<file path="config.mk">
export PLATFORM = sky130hd
export DESIGN_NAME = fetch_stage
export DESIGN_NICKNAME = d
export VERILOG_FILES = /design/src/common/fetch_pkg.sv /design/src/fetch/fetch_stage.sv /design/src/fetch/static_predictor.sv
export SDC_FILE = /design/constraint.sdc
export NUM_CORES = 1
export LEC_CHECK = 0
export BUFFER_PORTS_ARGS = -buffer_cell sky130_fd_sc_hd__buf_4
export CAP_MARGIN = 20
export CORE_MARGIN = 2
export CORE_UTILIZATION = 52
export CTS_CLUSTER_SIZE = 28
export DETAILED_ROUTE_END_ITERATION = 12
export PLACE_DENSITY = 0.79
export SYNTH_ARGS = -nofsm -noshare
export SYNTH_HDL_FRONTEND = slang
export SYNTH_SLANG_ARGS = --single-unit
</file>
<file path="constraint.sdc">
create_clock -name i_clk -period 4.05 [get_ports i_clk]
set_input_delay 0.2025 -clock i_clk [delete_from_list [all_inputs] [get_ports i_clk]]
set_output_delay 0.2025 -clock i_clk [all_outputs]
set_load 0.01 [all_outputs]
</file>
<file path="src/common/fetch_pkg.sv">
package fetch_pkg;

    // instruction word
    localparam int INSTR_W = 32;

    // opcode field, bits 6..0
    localparam int OPC_LSB = 0;
    localparam int OPC_W   = 7;

    // condition field, bits 10..7
    // zero here means the branch is unconditional
    localparam int COND_LSB = 7;
    localparam int COND_W   = 4;

    // control flow opcodes
    localparam logic [OPC_W-1:0] OPC_BRANCH = 7'h0e;
    localparam logic [OPC_W-1:0] OPC_JUMP   = 7'h0f;

    // branch target lives in the top address bits of the word,
    // its width follows the PC width of the instance

endpackage
</file>
<file path="src/fetch/fetch_stage.sv">
module fetch_stage
    import fetch_pkg::*;
#(
    parameter int ADDR_W = 8
) (
    input  logic               i_clk,
    input  logic               i_rst,
    output logic               o_mem_submit,
    output logic [ADDR_W-1:0]  o_mem_addr,
    input  logic               i_mem_ack,
    input  logic [INSTR_W-1:0] i_mem_data,
    output logic               o_valid,
    input  logic               i_ready,
    output logic [INSTR_W-1:0] o_instr,
    output logic [ADDR_W-1:0]  o_pc,
    output logic               o_pred_taken,
    input  logic               i_flush,
    input  logic [ADDR_W-1:0]  i_flush_pc
);

    logic               reset_ovr;
    logic [ADDR_W-1:0]  req_pc;
    logic               buf_valid;
    logic [INSTR_W-1:0] buf_instr;
    logic               tok_valid;
    logic [INSTR_W-1:0] tok_instr;
    logic               out_free;
    logic               out_load;
    logic               pred_taken;
    logic [ADDR_W-1:0]  pred_target;
    logic [ADDR_W-1:0]  pred_pc;

    // word of the current request, just returned or held back
    assign tok_valid = buf_valid || i_mem_ack;
    assign tok_instr = buf_valid ? buf_instr : i_mem_data;
    assign out_free  = !o_valid || i_ready;
    assign out_load  = tok_valid && out_free && !i_flush;

    static_predictor #(
        .ADDR_W (ADDR_W)
    ) u_static_predictor (
        .i_instr  (tok_instr),
        .i_pc     (req_pc),
        .i_block  (reset_ovr),
        .o_taken  (pred_taken),
        .o_target (pred_target)
    );

    assign pred_pc = pred_taken ? pred_target : req_pc + ADDR_W'(1);

    // next request once the word moves on or is flushed
    assign o_mem_submit = !i_rst && (reset_ovr || (tok_valid && (out_free || i_flush)));

    always_comb begin
        if (reset_ovr) begin
            o_mem_addr = '0;
        end else if (i_flush) begin
            o_mem_addr = i_flush_pc;
        end else begin
            o_mem_addr = pred_pc;
        end
    end

    always_ff @(posedge i_clk) begin
        if (i_rst) begin
            reset_ovr <= 1'b1;
        end else if (o_mem_submit) begin
            reset_ovr <= 1'b0;
        end
    end

    always_ff @(posedge i_clk) begin
        if (o_mem_submit) begin
            req_pc <= o_mem_addr;
        end
    end

    // one-entry skid buffer
    always_ff @(posedge i_clk) begin
        if (i_rst || i_flush) begin
            buf_valid <= 1'b0;
        end else if (i_mem_ack && !out_free) begin
            buf_valid <= 1'b1;
        end else if (out_free) begin
            buf_valid <= 1'b0;
        end
        if (i_mem_ack && !out_free && !i_flush) begin
            buf_instr <= i_mem_data;
        end
    end

    always_ff @(posedge i_clk) begin
        if (i_rst) begin
            o_valid <= 1'b0;
        end else if (out_load) begin
            o_valid <= 1'b1;
        end else if (i_ready) begin
            o_valid <= 1'b0;
        end
    end

    always_ff @(posedge i_clk) begin
        if (out_load) begin
            o_instr      <= tok_instr;
            o_pc         <= req_pc;
            o_pred_taken <= pred_taken;
        end
    end

endmodule

</file>
<file path="src/fetch/static_predictor.sv">
module static_predictor
    import fetch_pkg::*;
#(
    parameter int ADDR_W = 8
) (
    input  logic [INSTR_W-1:0] i_instr,
    input  logic [ADDR_W-1:0]  i_pc,
    input  logic               i_block,
    output logic               o_taken,
    output logic [ADDR_W-1:0]  o_target
);

    logic [OPC_W-1:0]  opc;
    logic [COND_W-1:0] cond;

    assign opc      = i_instr[OPC_LSB +: OPC_W];
    assign cond     = i_instr[COND_LSB +: COND_W];
    assign o_target = i_instr[INSTR_W-1 -: ADDR_W];

    always_comb begin
        o_taken = 1'b0;
        if (!i_block) begin
            if (opc == OPC_JUMP) begin
                o_taken = 1'b1;
            end else if (opc == OPC_BRANCH) begin
                // backward conditional taken, forward not taken
                o_taken = (cond == '0) || (o_target < i_pc);
            end
        end
    end

endmodule

</file>
# Word-level counts from Yosys, hierarchy flattened
# Cells that the tools add are included.
dict set report word_totals {
  ff_bits 84
  input_bits 45
  output_inout_bits 51
  wordCells 42
}
dict set report op_classes {
  addsub 1
  n_lt_le_gt_ge 1
  eq_ne 2
  n_mux 11
  n_reduce_logical 19
}
# operator count
set ops {}
lappend ops {{$mux 32} 1}
lappend ops {{$mux 8} 3}
lappend ops {{$eq 7x4->1 const B} 2}
lappend ops {{$add 8x1->8 const B} 1}
lappend ops {{$lt 8x8->1} 1}
lappend ops {{$mux 1} 7}
lappend ops {{$logic_and 1x1->1} 6}
lappend ops {{$logic_or 1x1->1} 6}
lappend ops {{$logic_not 1->1} 4}
lappend ops {{$logic_not 4->1} 1}
lappend ops {{$reduce_bool 2->1} 2}

# Logic depth before layout (Yosys ltp)
dict set report depth {
  ltp_word 9
  mapped_depth 9
  depth_no_buf 7
}

# By module
# Synthesis repeated with hierarchy kept, for this count alone.
dict set report unflattened {
  hier_cells 216
  area_unflattened_um2 3490.8
}
# mod instances cells_each area_each_um2 seq_area_each_um2
set by_module_without_submodules {}
lappend by_module_without_submodules {fetch_stage 1 178 3224.3 2492.4}
lappend by_module_without_submodules {static_predictor 1 38 266.5 0.0}

# Worst setup path after synthesis
# OpenSTA, ideal clock, no wires.
dict set report synth_timing {
  path_kind {register to register}
  start {reg o_valid}
  end {reg buf_instr[0], enable pin}
  arrival_time_ns 2.907
  required_ns 3.582
  path_slack_ns 0.675
  path_stages_with_launch 3
  path_buffers 0
  synth_period_minus_slack_ns 3.375
  cell_sequence {dfxtp_1 nand2b_1 nor3b_1}
}
dict set report synth_via {
  elab_chain_cells 5
}
# element line_no
set synth_rtl {}
lappend synth_rtl {{from (decl)} fetch_stage.sv:12} ;# output logic o_valid,
lappend synth_rtl {{from (signal assigned)} fetch_stage.sv:94} ;# o_valid <= 1'b0;
lappend synth_rtl {{from (signal assigned)} fetch_stage.sv:96} ;# o_valid <= 1'b1;
lappend synth_rtl {{from (signal assigned)} fetch_stage.sv:98} ;# o_valid <= 1'b0;
lappend synth_rtl {{$logic_not 1->1} fetch_stage.sv:36} ;# assign out_free = !o_valid || i_ready;
lappend synth_rtl {{$logic_or 1x1->1} fetch_stage.sv:36}
lappend synth_rtl {{$logic_not 1->1} fetch_stage.sv:87} ;# if (i_mem_ack && !out_free && !i_flush) begin
lappend synth_rtl {{$logic_and 1x1->1 (2 in series)} fetch_stage.sv:87}
lappend synth_rtl {{to (signal assigned)} fetch_stage.sv:88} ;# buf_instr <= i_mem_data;
lappend synth_rtl {{to (decl)} fetch_stage.sv:24} ;# logic [INSTR_W-1:0] buf_instr;
# No other way between the ends.
# A chain may end at the register's enable or synchronous reset.

# Worst setup path after layout
dict set report layout_timing {
  start {reg buf_valid}
  end {out o_mem_addr[0]}
}
dict set report layout_via {
  elab_chain_cells 9
  word_cells_on_any_way 12
}
# element line_no
set layout_rtl {}
lappend layout_rtl {{from (decl)} fetch_stage.sv:23} ;# logic buf_valid;
lappend layout_rtl {{from (signal assigned)} fetch_stage.sv:81} ;# buf_valid <= 1'b0;
lappend layout_rtl {{from (signal assigned)} fetch_stage.sv:83} ;# buf_valid <= 1'b1;
lappend layout_rtl {{from (signal assigned)} fetch_stage.sv:85} ;# buf_valid <= 1'b0;
lappend layout_rtl {{$mux 32} fetch_stage.sv:35} ;# assign tok_instr = buf_valid ? buf_instr : i_mem_data;
lappend layout_rtl {{net pred_target[2]} fetch_stage.sv:30} ;# logic [ADDR_W-1:0] pred_target;
lappend layout_rtl {{$lt 8x8->1} static_predictor.sv:27} ;# o_taken = (cond == '0) || (o_target < i_pc);
lappend layout_rtl {{$logic_or 1x1->1} static_predictor.sv:27}
lappend layout_rtl {{$mux 1} static_predictor.sv:25} ;# end else if (opc == OPC_BRANCH) begin
lappend layout_rtl {{$mux 1} static_predictor.sv:23} ;# if (opc == OPC_JUMP) begin
lappend layout_rtl {{$mux 1} static_predictor.sv:22} ;# if (!i_block) begin
lappend layout_rtl {{$mux 8} fetch_stage.sv:49} ;# assign pred_pc = pred_taken ? pred_target : req_pc + ADDR_W'(1);
lappend layout_rtl {{$mux 8} fetch_stage.sv:57} ;# end else if (i_flush) begin
lappend layout_rtl {{$mux 8} fetch_stage.sv:55} ;# if (reset_ovr) begin
lappend layout_rtl {{to (decl)} fetch_stage.sv:9} ;# output logic [ADDR_W-1:0] o_mem_addr,
# The timed path passes the listed nets, and every way through them passes these cells.

==> flow_metrics.env <==
export IMPL_grt_pass1_wl_um=10700
export IMPL_required_ns=3.85
export IMPL_cts_htree_levels=3
export IMPL_crit_path_end="o_mem_addr[0]"
export IMPL_wl_per_cell_um=16.9
export IMPL_firstDrtPassIters=4
export IMPL_synthTopCellsByArea="edfxtp_1 68%, mux2_2 8.2%, ha_1 2.8%"
export IMPL_die_area_um2=7560
export IMPL_num_rows=30
export IMPL_max_stage_delay_ns=0.75
export IMPL_ys_seq_area_share_pct=69.7
export IMPL_synth_top_area_share_pct=68.0
export IMPL_post_cts_setup_buffers=0
export IMPL_seqPwrFrac_pct=53.9
export IMPL_clkLatencyLatePin_ns=0.34
export IMPL_max_clock_freq_mhz=280
export IMPL_worstSetupPathType="reg2out"
export IMPL_leakage_nw=1.78
export IMPL_clk_pin_slew_worst_paths_ns=0.08
export IMPL_grt_pass1_vias=2152
export IMPL_avgSynthCellArea_um2=16.6
export IMPL_clockPowerShare_pct=36.5
export IMPL_ctsLongestPathBuffers=2
export IMPL_wirelength_um=6830
export IMPL_ys_types=41
export IMPL_rsz0062_at_grt="no"
export IMPL_io_buffers=95
export IMPL_initial_core_util_pct=53.2
export IMPL_drv_cap=0
export IMPL_drive_above_1_share_pct=48.1
export IMPL_yosysWarnings=0
export IMPL_ir_drop_mv=0.212
export IMPL_vias_per_cell=5.43
export IMPL_dp_cells=388
export IMPL_r2r_slack_ns=1.00
export IMPL_grt_overflow_total=0
export IMPL_hpwl_um=4920
export IMPL_finalSetupTns_ns=0
export IMPL_startpoint="buf_valid$_SDFFE_PP0P_"
export IMPL_fp_dieH_um=86.9
export IMPL_slowest_stage="dfxtp_2"
export IMPL_relSlewSlack_pct=41.1
export IMPL_drcViolationCount=0
export IMPL_cp_max_fo=29
export IMPL_nets=373
export IMPL_worstSetupEndpointType="output pin"
export IMPL_setup_viol_count_final=0
export IMPL_grt_total_usage_pct=18.9
export IMPL_power_density_nw_per_um2=401
export IMPL_numCtsBuffers=9
export IMPL_final_instance_count_excl_fill=404
export IMPL_grt_max_degree=33
export IMPL_boundaryPins=96
export IMPL_timing_rr_start="buf_valid$_SDFFE_PP0P_"
export IMPL_route_vias_total=2195
export IMPL_internal_power_mw=1.49
export IMPL_arrival_ns=3.37
export IMPL_synth_area_um2=3580
export IMPL_core_area_um2=6720
export IMPL_combPwrFrac_pct=9.6
export IMPL_place_congestion=0.879
export IMPL_die_x_um=86.9
export IMPL_cts_sinks=84
export IMPL_fin_ws_ns=0.479
export IMPL_status="complete, no violations"
export IMPL_n_antenna_cell=0
export IMPL_r2r_cells=8
export IMPL_ant_nets=0
export IMPL_synth_top_area_cell="edfxtp_1"
export IMPL_ys_seq_elements=84
export IMPL_place_ws_ns=0.829
export IMPL_power_switching_mw=0.373
export IMPL_swShare_pct=20.0
export IMPL_post_route_period_util_pct=88.2
export IMPL_path_cells="buf_4 -> mux2_2 -> ha_1 -> o211ai_1 -> a311oi_1 -> o31ai_2 -> nand3_1 -> o221ai_2 -> buf_4"
export IMPL_cts_root_buffer="clkbuf_8"
export IMPL_areaGrowthSynthToFinish_pct=29.7
export IMPL_final_setup_skew_ns=0.00485
export IMPL_cts_tree="yes"
export IMPL_final_min_clock_period_ns=3.57
export IMPL_min_path_type="in2reg"
export IMPL_start_kind="flop"
export IMPL_antenna_found_initial=0
export IMPL_crit_path_frequent_cell="buf_4"
export IMPL_regToRegEndpoint="req_pc[0]$_DFFE_PP_"
export IMPL_syn_nets=268
export IMPL_finalHoldViolCount=0
export IMPL_syn_inst=215
export IMPL_worst_pin_slew_ns=0.884
export IMPL_detail_route_iter0_violations=147
export IMPL_final_max_slew_viol_count=0
==> area by class of cell <==
| cell class | instances | area (um2) |
|---|---|---|
| inverter | 13 | 48.8 |
| clock buffer | 11 | 131 |
| multi-input combinational | 113 | 1020 |
| fill | 460 | 2080 |
| tap | 80 | 100 |
| clock inverter | 4 | 98.8 |
| timing repair buffer | 99 | 746 |
| sequential | 84 | 2490 |
==> worst max-delay path, delay by kind of cell (launching register included) <==
| kind | cells | cell delay [ns] |
|---|---|---|
| AOI/OAI and AO/OA | 4 | 0.96 |
| adders and majority gates | 1 | 0.27 |
| buffers and inverters | 2 | 0.47 |
| DFF | 1 | 0.75 |
| muxes | 1 | 0.38 |
| and+or+nand+nor | 1 | 0.18 |
==> per-stage QoR <==
stage                     hold slack [ns]  power [mW]  util, %  area [um2]
after global routing               0.0205        1.94     69.1        4640
after CTS                          0.0346        1.88     69.1        4640
final                              0.0449        1.86     69.1        4640
after floorplan                     0.272        1.10        -        3580
after detailed placement            0.345        1.20     65.5        4400
after global placement              0.343        1.20     65.5        4400
==> Yosys cell counts <==
cell type and n:
edfxtp_1 81, mux2_2 26, inv_1 13, nand2_1 11
nand4_1 10, ha_1 8, nand3_1 7, xnor2_1 6
o211ai_2 5, a21oi_1 3, and3_1 3, dfxtp_1 3
nor2_1 3, buf_1 2, clkbuf_1 2, mux2_1 2
mux2_4 2, mux2i_1 2, nor3_1 2, o21ai_0 2
or4b_4 2, a211oi_1 1, a21oi_4 1, a311oi_1 1
and4b_1 1, buf_6 1, nand2b_1 1, nand3_4 1
nand4bb_1 1, nor2b_1 1, nor3b_1 1, nor4b_1 1
o211ai_1 1, o21bai_1 1, o221ai_2 1, o22ai_1 1
o2bb2ai_2 1, o31ai_2 1, o41a_1 1, or2b_4 1
or3_4 1
==> cells in the final DEF, fill, tap and decap left out, types with 3 or more instances in the layout <==
master     synthesis  routed
ha_1               8       8
edfxtp_1          81      81
nand3_1            7       7
mux2_2            26      26
xnor2_1            6       6
and3_1             3       3
o211ai_2           5       5
buf_4              0      98
nand4_1           10      10
a21oi_1            3       3
inv_1             13      13
nor2_1             3       3
clkbuf_8           0       9
bufinv_16          0       3
nand2_1           11      11
==> worst min path at each step <==
stage	start	depth (start not counted)	end
final	i_mem_data[18]	1	buf_instr[18]$_DFFE_PP_
after global routing	i_mem_data[21]	1	buf_instr[21]$_DFFE_PP_
after CTS	i_mem_data[18]	1	buf_instr[18]$_DFFE_PP_
after detailed placement	i_rst	1	reset_ovr$_SDFFE_PP1P_
after global placement	i_rst	1	reset_ovr$_SDFFE_PP1P_
after floorplan	i_rst	1	o_valid$_SDFFE_PP0P_
==> flip-flops by register name, indices dropped and copies added (netlist names) <==
| signal | cells |
|---|---|
| o_instr | 32 |
| o_pred_taken | 1 |
| buf_valid | 1 |
| buf_instr | 32 |
| o_valid | 1 |
| req_pc | 8 |
| reset_ovr | 1 |
| o_pc | 8 |
==> power by group through the flow <==
| stage | logic (mW) | registers [mW] | clock network [mW] |
|---|---|---|---|
| 5_1_grt | 0.196 | 1.01 | 0.735 |
| 6_report | 0.178 | 1.00 | 0.679 |
| 3_3_place_gp | 0.176 | 1.02 | 0 |
| 4_1_cts | 0.180 | 1.00 | 0.694 |
| 2_1_floorplan | 0.0739 | 1.03 | 0 |
| 3_5_place_dp | 0.179 | 1.02 | 0 |
==> repair_timing <==
| item | 4_1_cts | 5_1_grt |
|---|---|---|
| endpoints found under the hold margin | 1 | 0 |
| resized for setup | 0 | 0 |
| setup endpoints to repair | 0 | 0 |
| hold buffers | 1 | 0 |
==> cells by family (layout without fill, tap and decap cells) <==
group | count (synthesis) | count (layout) | share of synthesized area [%]
compound gates | 20 | 20 | 5.46
xor+xnor | 6 | 6 | 1.47
fa+ha+maj | 8 | 8 | 2.80
buf+inv | 18 | 127 | 2.10
flops | 84 | 84 | 69.7
mux | 32 | 32 | 10.2
simple gates | 47 | 47 | 8.29
==> per-layer routing <==
| layer | vias up | track usage, % | share of wire, % |
|---|---|---|---|
| met5 | - | 0 | 0 |
| met4 | 0 | 5.40 | 1.1 |
| met3 | 6 | 5.50 | 6.5 |
| met2 | 85 | 30.5 | 49 |
| met1 | 1053 | 24.9 | 44 |
| li1 | 1051 | - | - |
(Power assumes the default switching activity.)
