File: config.mk
export PLATFORM = sky130hd
export DESIGN_NAME = branch_resolve
export DESIGN_NICKNAME = d
export VERILOG_FILES = /design/src/common/fetch_pkg.sv /design/src/hw/branch_resolve.sv
export SDC_FILE = /design/constraint.sdc
export NUM_CORES = 1
export LEC_CHECK = 0
export ABC_CLOCK_PERIOD_IN_PS = 4300
export BUFFER_PORTS_ARGS = -buffer_cell sky130_fd_sc_hd__buf_4
export CAP_MARGIN = 20
export CELL_PAD_IN_SITES_DETAIL_PLACEMENT = 0
export CELL_PAD_IN_SITES_GLOBAL_PLACEMENT = 1
export CORE_MARGIN = 2
export CORE_UTILIZATION = 32
export DETAILED_ROUTE_END_ITERATION = 10
export PLACE_DENSITY_LB_ADDON = 0.1
export REMOVE_ABC_BUFFERS = 1
export SYNTH_ARGS = -nofsm -noshare
export SYNTH_HDL_FRONTEND = slang
export SYNTH_SLANG_ARGS = --single-unit
File: constraint.sdc
create_clock -name i_clk -period 4.3 [get_ports i_clk]
set_clock_uncertainty 0.15 [all_clocks]
set_input_delay 0.86 -clock i_clk [delete_from_list [all_inputs] [get_ports i_clk]]
set_output_delay 0.86 -clock i_clk [all_outputs]
set_load 0.05 [all_outputs]
File: src/common/fetch_pkg.sv
package fetch_pkg;

    // instruction word
    localparam int INSTR_W = 32;

    // opcode field, bits 6..0
    localparam int OPC_LSB = 0;
    localparam int OPC_W   = 7;

    // condition field, bits 10..7
    // zero here means the branch is unconditional
    localparam int COND_LSB = 7;
    localparam int COND_W   = 4;

    // control flow opcodes
    localparam logic [OPC_W-1:0] OPC_BRANCH = 7'h0e;
    localparam logic [OPC_W-1:0] OPC_JUMP   = 7'h0f;

    // branch target lives in the top address bits of the word,
    // its width follows the PC width of the instance

endpackage
File: src/hw/branch_resolve.sv
module branch_resolve
    import fetch_pkg::*;
#(
    parameter int ADDR_W = 8
) (
    input  logic               i_clk,
    input  logic               i_rst,
    input  logic               i_valid,
    output logic               o_ready,
    input  logic [INSTR_W-1:0] i_instr,
    input  logic [ADDR_W-1:0]  i_pc,
    input  logic               i_pred_taken,
    output logic               o_flush,
    output logic [ADDR_W-1:0]  o_flush_pc,
    output logic               o_ret_valid,
    output logic [ADDR_W-1:0]  o_ret_pc,
    output logic [INSTR_W-1:0] o_ret_instr,
    input  logic               i_ret_ready
);

    logic [OPC_W-1:0]  opc;
    logic [COND_W-1:0] cond;
    logic [ADDR_W-1:0] target;
    logic              real_taken;
    logic              accept;
    logic              drop_q;

    assign opc    = i_instr[OPC_LSB +: OPC_W];
    assign cond   = i_instr[COND_LSB +: COND_W];
    assign target = i_instr[INSTR_W-1 -: ADDR_W];

    // outcome is fixed by the encoding, cond bit 0 for conditional ones
    assign real_taken = (opc == OPC_JUMP) ||
                        ((opc == OPC_BRANCH) && ((cond == '0) || cond[0]));

    assign o_ready    = !o_ret_valid || i_ret_ready;
    assign accept     = i_valid && o_ready && !drop_q;
    assign o_flush    = accept && (i_pred_taken != real_taken);
    assign o_flush_pc = real_taken ? target : i_pc + ADDR_W'(1);

    // a word behind our own flush never retires
    always_ff @(posedge i_clk) begin
        if (i_rst) begin
            drop_q <= 1'b0;
        end else begin
            drop_q <= o_flush;
        end
    end

    always_ff @(posedge i_clk) begin
        if (i_rst) begin
            o_ret_valid <= 1'b0;
        end else if (accept) begin
            o_ret_valid <= 1'b1;
        end else if (i_ret_ready) begin
            o_ret_valid <= 1'b0;
        end
    end

    always_ff @(posedge i_clk) begin
        if (accept) begin
            o_ret_pc    <= i_pc;
            o_ret_instr <= i_instr;
        end
    end

endmodule

# ---- After elaboration in Yosys (flattened, before gate mapping)
# Index checks and enable logic that the tools add are counted.
dict set report op_classes {
  add_sub_neg 1
  mul 0
  div 0
  n_lt_le_gt_ge 0
  n_eq_ne 3
  shift 0
  muxes 3
  n_bitwise 0
  n_reduce_logical 11
}
# cell count
set op_table {}
lappend op_table {{7-bit by 4-bit == test with 1-bit output, second input constant} 2}
lappend op_table {{8-bit by 1-bit adder with 8-bit output, second input constant} 1}
lappend op_table {{8-bit two-way mux} 1}
lappend op_table {{1-bit logical AND} 4}
lappend op_table {{4-bit zero test} 1}
lappend op_table {{1-bit logical OR} 3}
lappend op_table {{1-bit zero test} 2}
lappend op_table {{1-bit two-way mux} 2}
lappend op_table {{2-bit nonzero test} 1}
lappend op_table {{1-bit != test} 1}
dict set report totals {
  reg_bits 42
  latch_bits 0
  ramBits 0
  rom_bits 0
  out_inout_bits 51
  n_memories 0
}

# ---- Longest topological paths before layout
# Gate-level depths: netlist of run 1.
dict set report depth {
  ltp_word 6
  ltp_mapped 5
  mapped_depth_nobuf 5
}

# ---- Worst setup path before layout of run 1
# OpenSTA, ideal clock, no wires.
dict set report synth_timing {
  path_kind {input -> output}
  from {in i_ret_ready}
  to {out o_flush}
  arrival_time_ps 4099
  required_ps 3290
  setup_slack_ps -809
  path_stages 3
  path_buffers 0
  path_cell_list {nand2b_1 -> nor2b_1 -> nor2b_1}
}
dict set report synth_between {
  elab_chain_len 4
}
# element line_no
set synth_rtl {}
lappend synth_rtl {{start: declaration} branch_resolve.sv:18} ;# input logic i_ret_ready
lappend synth_rtl {{1-bit logical OR} branch_resolve.sv:36} ;# assign o_ready = !o_ret_valid || i_ret_ready;
lappend synth_rtl {{1-bit logical AND (2 in a row)} branch_resolve.sv:37} ;# assign accept = i_valid && o_ready && !drop_q;
lappend synth_rtl {{via accept} branch_resolve.sv:25} ;# logic accept;
lappend synth_rtl {{1-bit logical AND} branch_resolve.sv:38} ;# assign o_flush = accept && (i_pred_taken != real_taken);
lappend synth_rtl {{end: declaration} branch_resolve.sv:13} ;# output logic o_flush,
# The timed path passes the listed nets, and every way through them passes these cells.

# ---- Final worst setup path of run 1
dict set report layout_timing {
  from {in i_instr[8]}
  to {out o_flush_pc[7]}
}
dict set report layout_between {
  elab_chain_len 5
}
# element line_no
set layout_rtl {}
lappend layout_rtl {{start: declaration} branch_resolve.sv:10} ;# input logic [INSTR_W-1:0] i_instr,
lappend layout_rtl {{4-bit zero test} branch_resolve.sv:34} ;# ((opc == OPC_BRANCH) && ((cond == '0) || cond[0]));
lappend layout_rtl {{1-bit logical OR} branch_resolve.sv:34}
lappend layout_rtl {{1-bit logical AND} branch_resolve.sv:34}
lappend layout_rtl {{1-bit logical OR} branch_resolve.sv:33} ;# assign real_taken = (opc == OPC_JUMP) ||
lappend layout_rtl {{8-bit two-way mux} branch_resolve.sv:39} ;# assign o_flush_pc = real_taken ? target : i_pc + ADDR_W'(1);
lappend layout_rtl {{end: declaration} branch_resolve.sv:14} ;# output logic [ADDR_W-1:0] o_flush_pc,
# No other way between the ends.

==> key figures, run 1 <==
Pwr
  • Combinational share of power: 23.6%
  • Pwr dens: 396 nW/µm²
  • Net Sw Frac: 30.1%
  • Peak VDD IR: 0.000169 V
  • P_int: 0.663 mW
  • Pleak: 1.00 nW
  • Clock power frac: 25.2%
  • Flop pwr share: 51.2%
  • Switch Pwr: 0.285 mW

Critical path
  • Crit path max fanout: 15
  • Critical path startpoint category: primary input
  • Critical Path RT: 3290 ps
  • CP Data Arrival Time: 2120 ps
  • Worst Setup End Kind: primary output
  • Crit Path Class: primary input to primary output

Floorplan
  • FP Rows: 25
  • Die Y: 73.0 µm
  • Core area: 4660 µm²
  • Die width: 73.0 µm
  • Initial cell density of the core: 32.6%
  • # IOs: 96
  • Die area: 5320 µm²

Clocking
  • CTS H-tree depth: 2
  • Post-CTS Resized: 0
  • Worst skew pair latency: 280 ps
  • Clk slew on worst S/H paths: 80 ps
  • Cts hold-fix bufs: 0
  • Root Driver: clkbuf_8
  • CTS tree: done
  • # Post-CTS Setup Buffers: 0
  • CTS Sinks: 42
  • Total CTS buffers: 5
  • Longest Clk Path Bufs: 2

STA
  • Fmax: 319 MHz
  • Max-slew violations: 0
  • Final min period: 3130 ps
  • Final setup violation count: 0
  • Setup TNS: 0 ps
  • Worst hold margin: 381 ps
  • Final Hold Violating Endpoints: 0
  • RSZ-0062 raised after global routing: false
  • Post-route clock period utilization: 72.9%
  • Rel. slew slack: 64.8%
  • Worst Max-Slew Pin Slew: 528 ps

Global routing
  • Met2 Use GR: 21.0%
  • Met3 Use GR: 5.80%
  • Grt peak-use layer: met2
  • Met1 usage: 14.6%
  • Global-route wire length before repair: 4990 µm
  • Initial antenna violation count: 0
  • Vias in the first global route: 1069
  • Pin count of the biggest net entering global routing: 42
  • Overflow after GRT: 0
  • Gr usage total: 12.8%

Routing
  • DR WL/cell: 13.5 µm
  • Via count: 1088
  • Drt via density: 4.50
  • Initial DRC count: 48
  • DR DRC count: 0
  • Drt pass-1 iters: 4
  • Drt total wl: 3260 µm
  • Routed Antenna Nets: 0

Yosys
  • FF+latch count, synth: 42
  • Xor/xnor cell area share of the yosys netlist: 3.45%
  • Largest family of logic cells by synthesized area: simple AND/OR/NAND/NOR gates
  • Commonest cells post-synth: edfxtp_1 (40), nand2_1 (6), o21ai_0 (6)
  • Post-Synth Simple-Gate Area: 8.06%
  • Yosys cell types: 20
  • Ys flop type: edfxtp_1
  • Synth warn: 0
  • Syn Area/Cell: 17.9 µm²
  • Post-synthesis compound-gate area fraction: 4.03%
  • Seq/Total Area, Yosys: 81.6%
  • Synth async-reset ratio: 0%
  • Post-Syn Area: 1520 µm²
  • Synth top area share: 78.9%
  • Post-synthesis adder-cell area fraction: 0.822%
  • Post-synth EDFFs: 40
  • Most numerous cell in the Yosys netlist: edfxtp_1
  • Cells after Synth: 85
  • Largest area contributor in the netlist: edfxtp_1
  • Mux cell area share after synthesis: 1.48%
  • Area contributors post-synth: edfxtp_1 (79%), dfxtp_1 (2.6%), xnor2_1 (2.3%)

Place
  • Detailed Place HPWL: 2450 µm
  • Area post-placement: 2310 µm²
  • Gpl congestion: 0.655
  • Port Buffers: 95

Layout
  • Area Growth Syn to Fin: 57.6%
  • Final Util: 51.4%
  • Layout cells sized above 1: 57.4%
  • Fillers: 423
  • N_diodes: 0
  • NumNets Final: 233
  • Design area: 2400 µm²

Hold path
  • Hold Path Class: register to register

Outcome
  • Status: finished clean

Job
  • Max_cap viols: 0
-- through the flow --
step	setup WS [ps]	total power, mW	cells
final	1170	0.948	242
after global routing	1080	0.991	242
after CTS	1130	0.963	242
after detailed placement	1130	0.721	234
after global placement	1170	0.718	234
after floorplan	-809	0.631	84
-- sequential cells by signal, indices dropped and copies added, names as in the netlist --
signal and flops:
o_ret_instr 32, o_ret_pc 8, drop_q 1, o_ret_valid 1
-- final timing paths --
kind	endpoint	depth (start not counted)	slack (ps)	from
hold reg to reg	o_ret_valid	2	380	o_ret_valid
setup reg to reg	o_ret_instr[17]	3	2720	drop_q
hold / removal	o_ret_valid	2	380	o_ret_valid
setup / recovery	o_flush_pc[7]	5	1170	i_instr[8]
-- layout make-up --
class	count	area [µm²]	area share [%]
clock inverters	3	16.3	0.678
inverters	1	3.75	0.157
well taps	54	67.6	2.82
clock buffers	5	68.8	2.87
flip-flops and latches	42	1240	51.8
repair buffers	96	721	30.1
multi-input cells	41	279	11.6
-- critical path: stages --
cell and delay, ps:
buf_4 110, nor3_1 280, o311a_4 320, mux2_2 350, buf_4 190
-- layer usage --
layer,up-vias,wire length [µm]
li1,521,-
met1,497,1270
met2,63,1580
met3,7,359
met4,0,51
met5,-,0
-- cell families (layout without fill, tap and decap cells) --
logic type,Yosys count,after routing
mux,2,2
xor+xnor,6,6
buf+inv,2,105
simple gates,23,23
flops,42,42
fa+ha+maj,1,1
compound gates,9,9
-- power groups by stage --
| stage | Combinational (mW) | Clock (mW) | Sequential, mW |
|---|---|---|---|
| floorplan | 0.0478 | 0 | 0.583 |
| global placement | 0.224 | 0 | 0.494 |
| detailed placement | 0.226 | 0 | 0.495 |
| CTS | 0.226 | 0.252 | 0.486 |
| global route | 0.235 | 0.269 | 0.488 |
| finish | 0.224 | 0.239 | 0.485 |
-- cells in the final DEF (no fill, tap or decap), drive strengths merged --
cell type	Yosys	routed
dfxtp	2	2
and4b	1	1
buf	1	96
xnor2	4	4
nand2	6	6
ha	1	1
nor3	2	2
mux2	2	2
xor2	2	2
nor3b	1	1
nor2	4	4
o311a	1	1
clkinvlp	0	1
a21oi	2	2
inv	1	1
nand4	1	1
clkbuf	0	5
clkinv	0	2
edfxtp	40	40
nand2b	2	2
nand3	3	3
o21ai	6	6
nor2b	3	3
Power figures use the tool's default switching activity.
==> run 2: changes to the inputs <==
--- a/config.mk
+++ b/config.mk
@@ -5,13 +5,14 @@
 export SDC_FILE = /design/constraint.sdc
 export NUM_CORES = 1
 export LEC_CHECK = 0
-export ABC_CLOCK_PERIOD_IN_PS = 4300
+export ABC_AREA = 1
+export ABC_CLOCK_PERIOD_IN_PS = 3180
 export BUFFER_PORTS_ARGS = -buffer_cell sky130_fd_sc_hd__buf_4
 export CAP_MARGIN = 20
 export CELL_PAD_IN_SITES_DETAIL_PLACEMENT = 0
 export CELL_PAD_IN_SITES_GLOBAL_PLACEMENT = 1
 export CORE_MARGIN = 2
-export CORE_UTILIZATION = 32
+export CORE_UTILIZATION = 33
 export DETAILED_ROUTE_END_ITERATION = 10
 export PLACE_DENSITY_LB_ADDON = 0.1
 export REMOVE_ABC_BUFFERS = 1
==> constraint.sdc (replaced) <==
create_clock -name i_clk -period 3.18 [get_ports i_clk]
set_clock_uncertainty 0.15 [all_clocks]
set_input_delay 0.636 -clock i_clk [delete_from_list [all_inputs] [get_ports i_clk]]
set_output_delay 0.636 -clock i_clk [all_outputs]
set_load 0.05 [all_outputs]
==> run 2 against run 1 <==
Net effect:
- final area grew 7.5%
- critical endpoint is now o_flush_pc[2]
- final cell count up 17%
- critical path type unchanged
- synthesized area grew 10%
==> key figures, run 2 <==
STA
  • Final setup violation count: 0
  • Worst Max-Slew Pin Slew: 507 ps
  • Worst hold margin: 359 ps
  • Final Hold Violating Endpoints: 0
  • RSZ-0062 raised after global routing: false
  • Fmax: 414 MHz
  • Max-slew violations: 0
  • Final min period: 2420 ps
  • Rel. slew slack: 66.2%
  • Post-route clock period utilization: 76.0%

Yosys
  • Largest area contributor in the netlist: edfxtp_1
  • Ys flop type: edfxtp_1
  • Synth warn: 0
  • Seq/Total Area, Yosys: 74.1%
  • Commonest cells post-synth: edfxtp_1 (40), nand2_1 (14), inv_1 (13)
  • Most numerous cell in the Yosys netlist: edfxtp_1
  • Area contributors post-synth: edfxtp_1 (72%), nand2_1 (3.1%), inv_1 (2.9%)
  • Yosys cell types: 21
  • Cells after Synth: 113
  • Post-synth EDFFs: 40
  • Synth top area share: 71.7%
  • Post-Syn Area: 1680 µm²
  • Synth async-reset ratio: 0%
  • Syn Area/Cell: 14.8 µm²
  • FF+latch count, synth: 42

Routing
  • DR DRC count: 0
  • DR WL/cell: 12.4 µm
  • Via count: 1165
  • Initial DRC count: 56
  • Drt via density: 4.12
  • Drt total wl: 3510 µm
  • Routed Antenna Nets: 0
  • Drt pass-1 iters: 4

Critical path
  • Worst Setup End Kind: primary output
  • Worst R2R End: o_ret_pc[4]
  • Crit Path Class: primary input to primary output
  • R2R Setup Slk: 1640 ps
  • Critical Path RT: 2390 ps
  • R2r worst-path depth: 4
  • CP Data Arrival Time: 1630 ps
  • Crit path max fanout: 13
  • Launch point of the worst reg-to-reg path: drop_q
  • Critical path startpoint category: primary input

Layout
  • Largest registers: o_ret_instr (32), o_ret_pc (8)
  • Most frequent cells in the layout: buf_4 (96), edfxtp_1 (40), nand2_1 (14)
  • Layout cells sized above 1: 58.8%
  • Final Util: 53.5%
  • Max reg flops: 32
  • Top reg by flops: o_ret_instr
  • N_diodes: 0
  • Commonest non-fill, non-tap cell in the layout: buf_4
  • NumNets Final: 261
  • Area Growth Syn to Fin: 53.8%

Pwr
  • Total power: 1.38 mW
  • Pwr dens: 535 nW/µm²
  • Pleak: 1.14 nW
  • Peak VDD IR: 0.000219 V

Floorplan
  • Die area: 5660 µm²
  • Initial cell density of the core: 34.8%
  • # IOs: 96
  • FP Rows: 25
  • Die width: 75.3 µm
  • Core area: 4820 µm²
  • Die Y: 75.3 µm

Global routing
  • Overflow after GRT: 0
  • Global-route wire length before repair: 5150 µm
  • Pin count of the biggest net entering global routing: 41
  • Initial antenna violation count: 0
  • Vias in the first global route: 1190
  • Gr usage total: 12.4%

Clocking
  • # Post-CTS Setup Buffers: 0
  • CTS H-tree depth: 2
  • Longest Clk Path Bufs: 2
  • CTS Sinks: 42
  • Total CTS buffers: 5
  • CTS tree: done
  • Clk slew on worst S/H paths: 80 ps
  • Root Driver: clkbuf_8
  • Post-CTS Resized: 0
  • Cts hold-fix bufs: 0
  • Worst skew pair latency: 290 ps

Place
  • Port Buffers: 95
  • Gpl congestion: 0.720
  • Detailed Place HPWL: 2650 µm

Outcome
  • Status: finished clean

Job
  • Max_cap viols: 0

Hold path
  • Worst hold endpoint: drop_q
  • Hold path cells: 2
  • Hold Path Class: primary input to register
  • HP Start: i_rst
## run 2: area by class of cell
cell class                 count  area [µm²]
clock buffer                   5        68.8
clock inverter                 3        40.0
fill                         451        2240
inverter                      14        57.6
multi-input combinational     56         364
sequential                    42        1240
tap                           67        83.8
timing repair buffer          96         721
## run 2: metrics by stage
stage                     cells  instance area (µm²)  setup WS, ps  TNS [ps]
after floorplan             112                 1660          -682      -682
after global placement      275                 2470           732         0
after detailed placement    275                 2470           745         0
after CTS                   283                 2580           745         0
after global routing        283                 2580           615         0
final                       283                 2580           763         0
## run 2: cell families after synthesis
logic type               synth area share, %
AO/OA/AOI/OAI                           3.21
XOR/XNOR                                2.09
adder cells (fa/ha/maj)                0.747
buffers and inverters                   4.63
flip-flops                              74.1
AND/OR/NAND/NOR                         15.2
## run 2: critical path, stage by stage
cell and delay (ps):
buf_4 110, nor2_1 100, nand2_1 60, nand2_2 90, nand3_4 110, clkinv_4 170
nand2_1 80, o21ai_2 60, buf_4 210
## run 2: metal layers
| metal | share of wire [%] | global-route usage, % | vias up |
|---|---|---|---|
| met2 | 50 | 22.4 | 60 |
| met4 | 1.1 | 5.85 | 0 |
| met5 | 0 | 0 | - |
| met1 | 38 | 12.8 | 514 |
| met3 | 11 | 4.15 | 4 |
| li1 | - | - | 587 |
## run 2: power breakdown
part,switching (mW),internal (mW),total [mW]
Combinational,0.215,0.102,0.317
Clock,0.174,0.231,0.405
Sequential,0.00861,0.647,0.656
## run 2: how the worst max path moves through the flow
| stage | cells past startpoint | to | start | slack, ps |
|---|---|---|---|---|
| global route | 9 | o_flush_pc[2] | i_instr[10] | 620 |
| floorplan | 4 | o_flush | i_valid | -680 |
| global placement | 8 | o_flush_pc[6] | i_pc[0] | 730 |
| detailed placement | 9 | o_flush_pc[0] | i_instr[10] | 750 |
| CTS | 9 | o_flush_pc[0] | i_instr[10] | 750 |
| finish | 9 | o_flush_pc[2] | i_instr[10] | 760 |
==> run 3: changes to the inputs <==
--- a/config.mk
+++ b/config.mk
@@ -6,13 +6,13 @@
 export NUM_CORES = 1
 export LEC_CHECK = 0
 export ABC_AREA = 1
-export ABC_CLOCK_PERIOD_IN_PS = 3180
+export ABC_CLOCK_PERIOD_IN_PS = 2200
 export BUFFER_PORTS_ARGS = -buffer_cell sky130_fd_sc_hd__buf_4
 export CAP_MARGIN = 20
 export CELL_PAD_IN_SITES_DETAIL_PLACEMENT = 0
 export CELL_PAD_IN_SITES_GLOBAL_PLACEMENT = 1
 export CORE_MARGIN = 2
-export CORE_UTILIZATION = 33
+export CORE_UTILIZATION = 29
 export DETAILED_ROUTE_END_ITERATION = 10
 export PLACE_DENSITY_LB_ADDON = 0.1
 export REMOVE_ABC_BUFFERS = 1
==> constraint.sdc (replaced) <==
create_clock -name i_clk -period 2.2 [get_ports i_clk]
set_clock_uncertainty 0.15 [all_clocks]
set_input_delay 0.44 -clock i_clk [delete_from_list [all_inputs] [get_ports i_clk]]
set_output_delay 0.44 -clock i_clk [all_outputs]
set_load 0.05 [all_outputs]
==> run 3 against run 2 <==
Net effect:
- clock power up 15%
- register-to-register slack worse by 960 ps
- clock-buffer cell count grew 1
- routed wire length rose by 8.3%
==> key figures, run 3 (synthesis gave the netlist of run 2 again) <==
Routing
  • Initial DRC count: 41
  • Via count: 1190
  • DR WL/cell: 13.2 µm
  • Drt total wl: 3800 µm
  • Routed Antenna Nets: 0
  • Drt via density: 4.13
  • Drt pass-1 iters: 4
  • DR DRC count: 0

Job
  • Max_cap viols: 0

Clocking
  • Worst skew pair latency: 280 ps
  • Longest Clk Path Bufs: 2
  • CTS H-tree depth: 2
  • Cts hold-fix bufs: 0
  • CTS tree: done
  • CTS Sinks: 42
  • Post-CTS Resized: 0
  • Root Driver: clkbuf_8
  • Clk slew on worst S/H paths: 70 ps
  • # Post-CTS Setup Buffers: 0
  • Total CTS buffers: 5

Hold path
  • Hold Path Class: primary input to register

Pwr
  • P_int: 1.30 mW
  • Net Sw Frac: 30.6%
  • Combinational share of power: 24.5%
  • Clock power frac: 24.9%
  • Pwr dens: 734 nW/µm²
  • Switch Pwr: 0.575 mW
  • Flop pwr share: 50.6%
  • Pleak: 1.13 nW
  • Total power: 1.88 mW
  • Peak VDD IR: 0.000302 V

Critical path
  • Worst Path Buf+Inv: 3
  • Critical path startpoint category: primary input
  • Crit path max fanout: 13
  • R2R Setup Slk: 680 ps
  • Worst Setup End Kind: primary output
  • Cell breakdown of the critical path: buf_4, nor2_1, nand2_1, nand2_2, nand3_4, clkinv_4, nand2_1, o21ai_2, buf_4
  • Critical Path RT: 1610 ps
  • Critical path's slowest cell: buf_4
  • CP Data Arrival Time: 1460 ps
  • CP top delay family: buffers and inverters
  • Crit Path Class: primary input to primary output
  • Critical Path Max Stage Delay: 210 ps

STA
  • Rel. slew slack: 64.6%
  • Final setup violation count: 0
  • Post-route clock period utilization: 93.3%
  • Final Hold Violating Endpoints: 0
  • Worst Max-Slew Pin Slew: 531 ps
  • Fmax: 487 MHz
  • Final min period: 2050 ps
  • RSZ-0062 raised after global routing: false
  • Max-slew violations: 0

Global routing
  • Overflow after GRT: 0
  • Initial antenna violation count: 0
  • Global-route wire length before repair: 5660 µm
  • Pin count of the biggest net entering global routing: 41
  • Vias in the first global route: 1157
  • Gr usage total: 11.9%

Floorplan
  • # IOs: 96
  • FP Rows: 27
  • Die Y: 80.0 µm
  • Core area: 5540 µm²
  • Die width: 80.0 µm
  • Initial cell density of the core: 30.2%
  • Die area: 6400 µm²

Layout
  • N_diodes: 0
  • Fillers: 534
  • Multi-input gate area: 364 µm²
  • Area Growth Syn to Fin: 52.5%
  • Register Area: 1240 µm²
  • Largest registers: o_ret_instr (32), o_ret_pc (8)
  • Design area: 2550 µm²
  • Top reg by flops: o_ret_instr
  • Commonest non-fill, non-tap cell in the layout: buf_4
  • Max reg flops: 32
  • Layout cells sized above 1: 57.9%
  • NumNets Final: 261
  • Most frequent cells in the layout: buf_4 (96), edfxtp_1 (40), nand2_1 (14)

Place
  • Port Buffers: 95
  • Detailed Place HPWL: 2930 µm
  • Area post-placement: 2470 µm²
  • Gpl congestion: 0.653

Outcome
  • Status: finished clean
==> run 3: metrics by stage <==
step | cells | worst slack [ps] | hold WS (ps) | util (%) | setup TNS (ps)
4_1_cts | 288 | 116 | 153 | 46.1 | 0
2_1_floorplan | 112 | -1380 | 325 | - | -31330
3_3_place_gp | 280 | 150 | 397 | 44.6 | 0
3_5_place_dp | 280 | 116 | 409 | 44.6 | 0
6_report | 288 | 148 | 161 | 46.1 | 0
5_1_grt | 288 | 35.3 | 154 | 46.1 | 0
==> run 3: worst reg2reg max path, delay by kind of cell (launching register included) <==
kind | cells | cell delay [ps]
buffers and inverters | 2 | 480
DFF | 1 | 300
and+or+nand+nor | 2 | 200
==> run 3: power by group through the flow <==
| stage | logic, mW | registers [mW] | clock network [mW] |
|---|---|---|---|
| 4_1_cts | 0.466 | 0.949 | 0.486 |
| 6_report | 0.460 | 0.949 | 0.467 |
| 2_1_floorplan | 0.107 | 1.14 | 0 |
| 3_3_place_gp | 0.462 | 0.965 | 0 |
| 5_1_grt | 0.482 | 0.955 | 0.516 |
| 3_5_place_dp | 0.465 | 0.967 | 0 |
==> run 3: final cells by class <==
class                           count  area share, %
Clock buffer                        6           2.84
Timing Repair Buffer               96           28.2
Multi-Input combinational cell     56           14.3
Tap cell                           72           3.53
Clock inverter                      2          0.343
Inverter                           14           2.25
Sequential cell                    42           48.6
==> run 3: worst paths after layout <==
check,start,endpoint,cells past startpoint
max,i_instr[10],o_flush_pc[0],9
min,i_rst,drop_q,2
max reg2reg,drop_q,o_ret_pc[6],4
min reg2reg,drop_q,o_ret_valid,3
==> run 3: metal layers <==
metal  routed length, µm  vias up  share of wire (%)  GRT usage, %
li1                    -      588                  -             -
met1                1500      544                 39          14.2
met2                1940       53                 51          19.9
met3                 319        5                8.4          3.62
met4                  44        0                1.2          4.58
met5                   0        -                  0             0
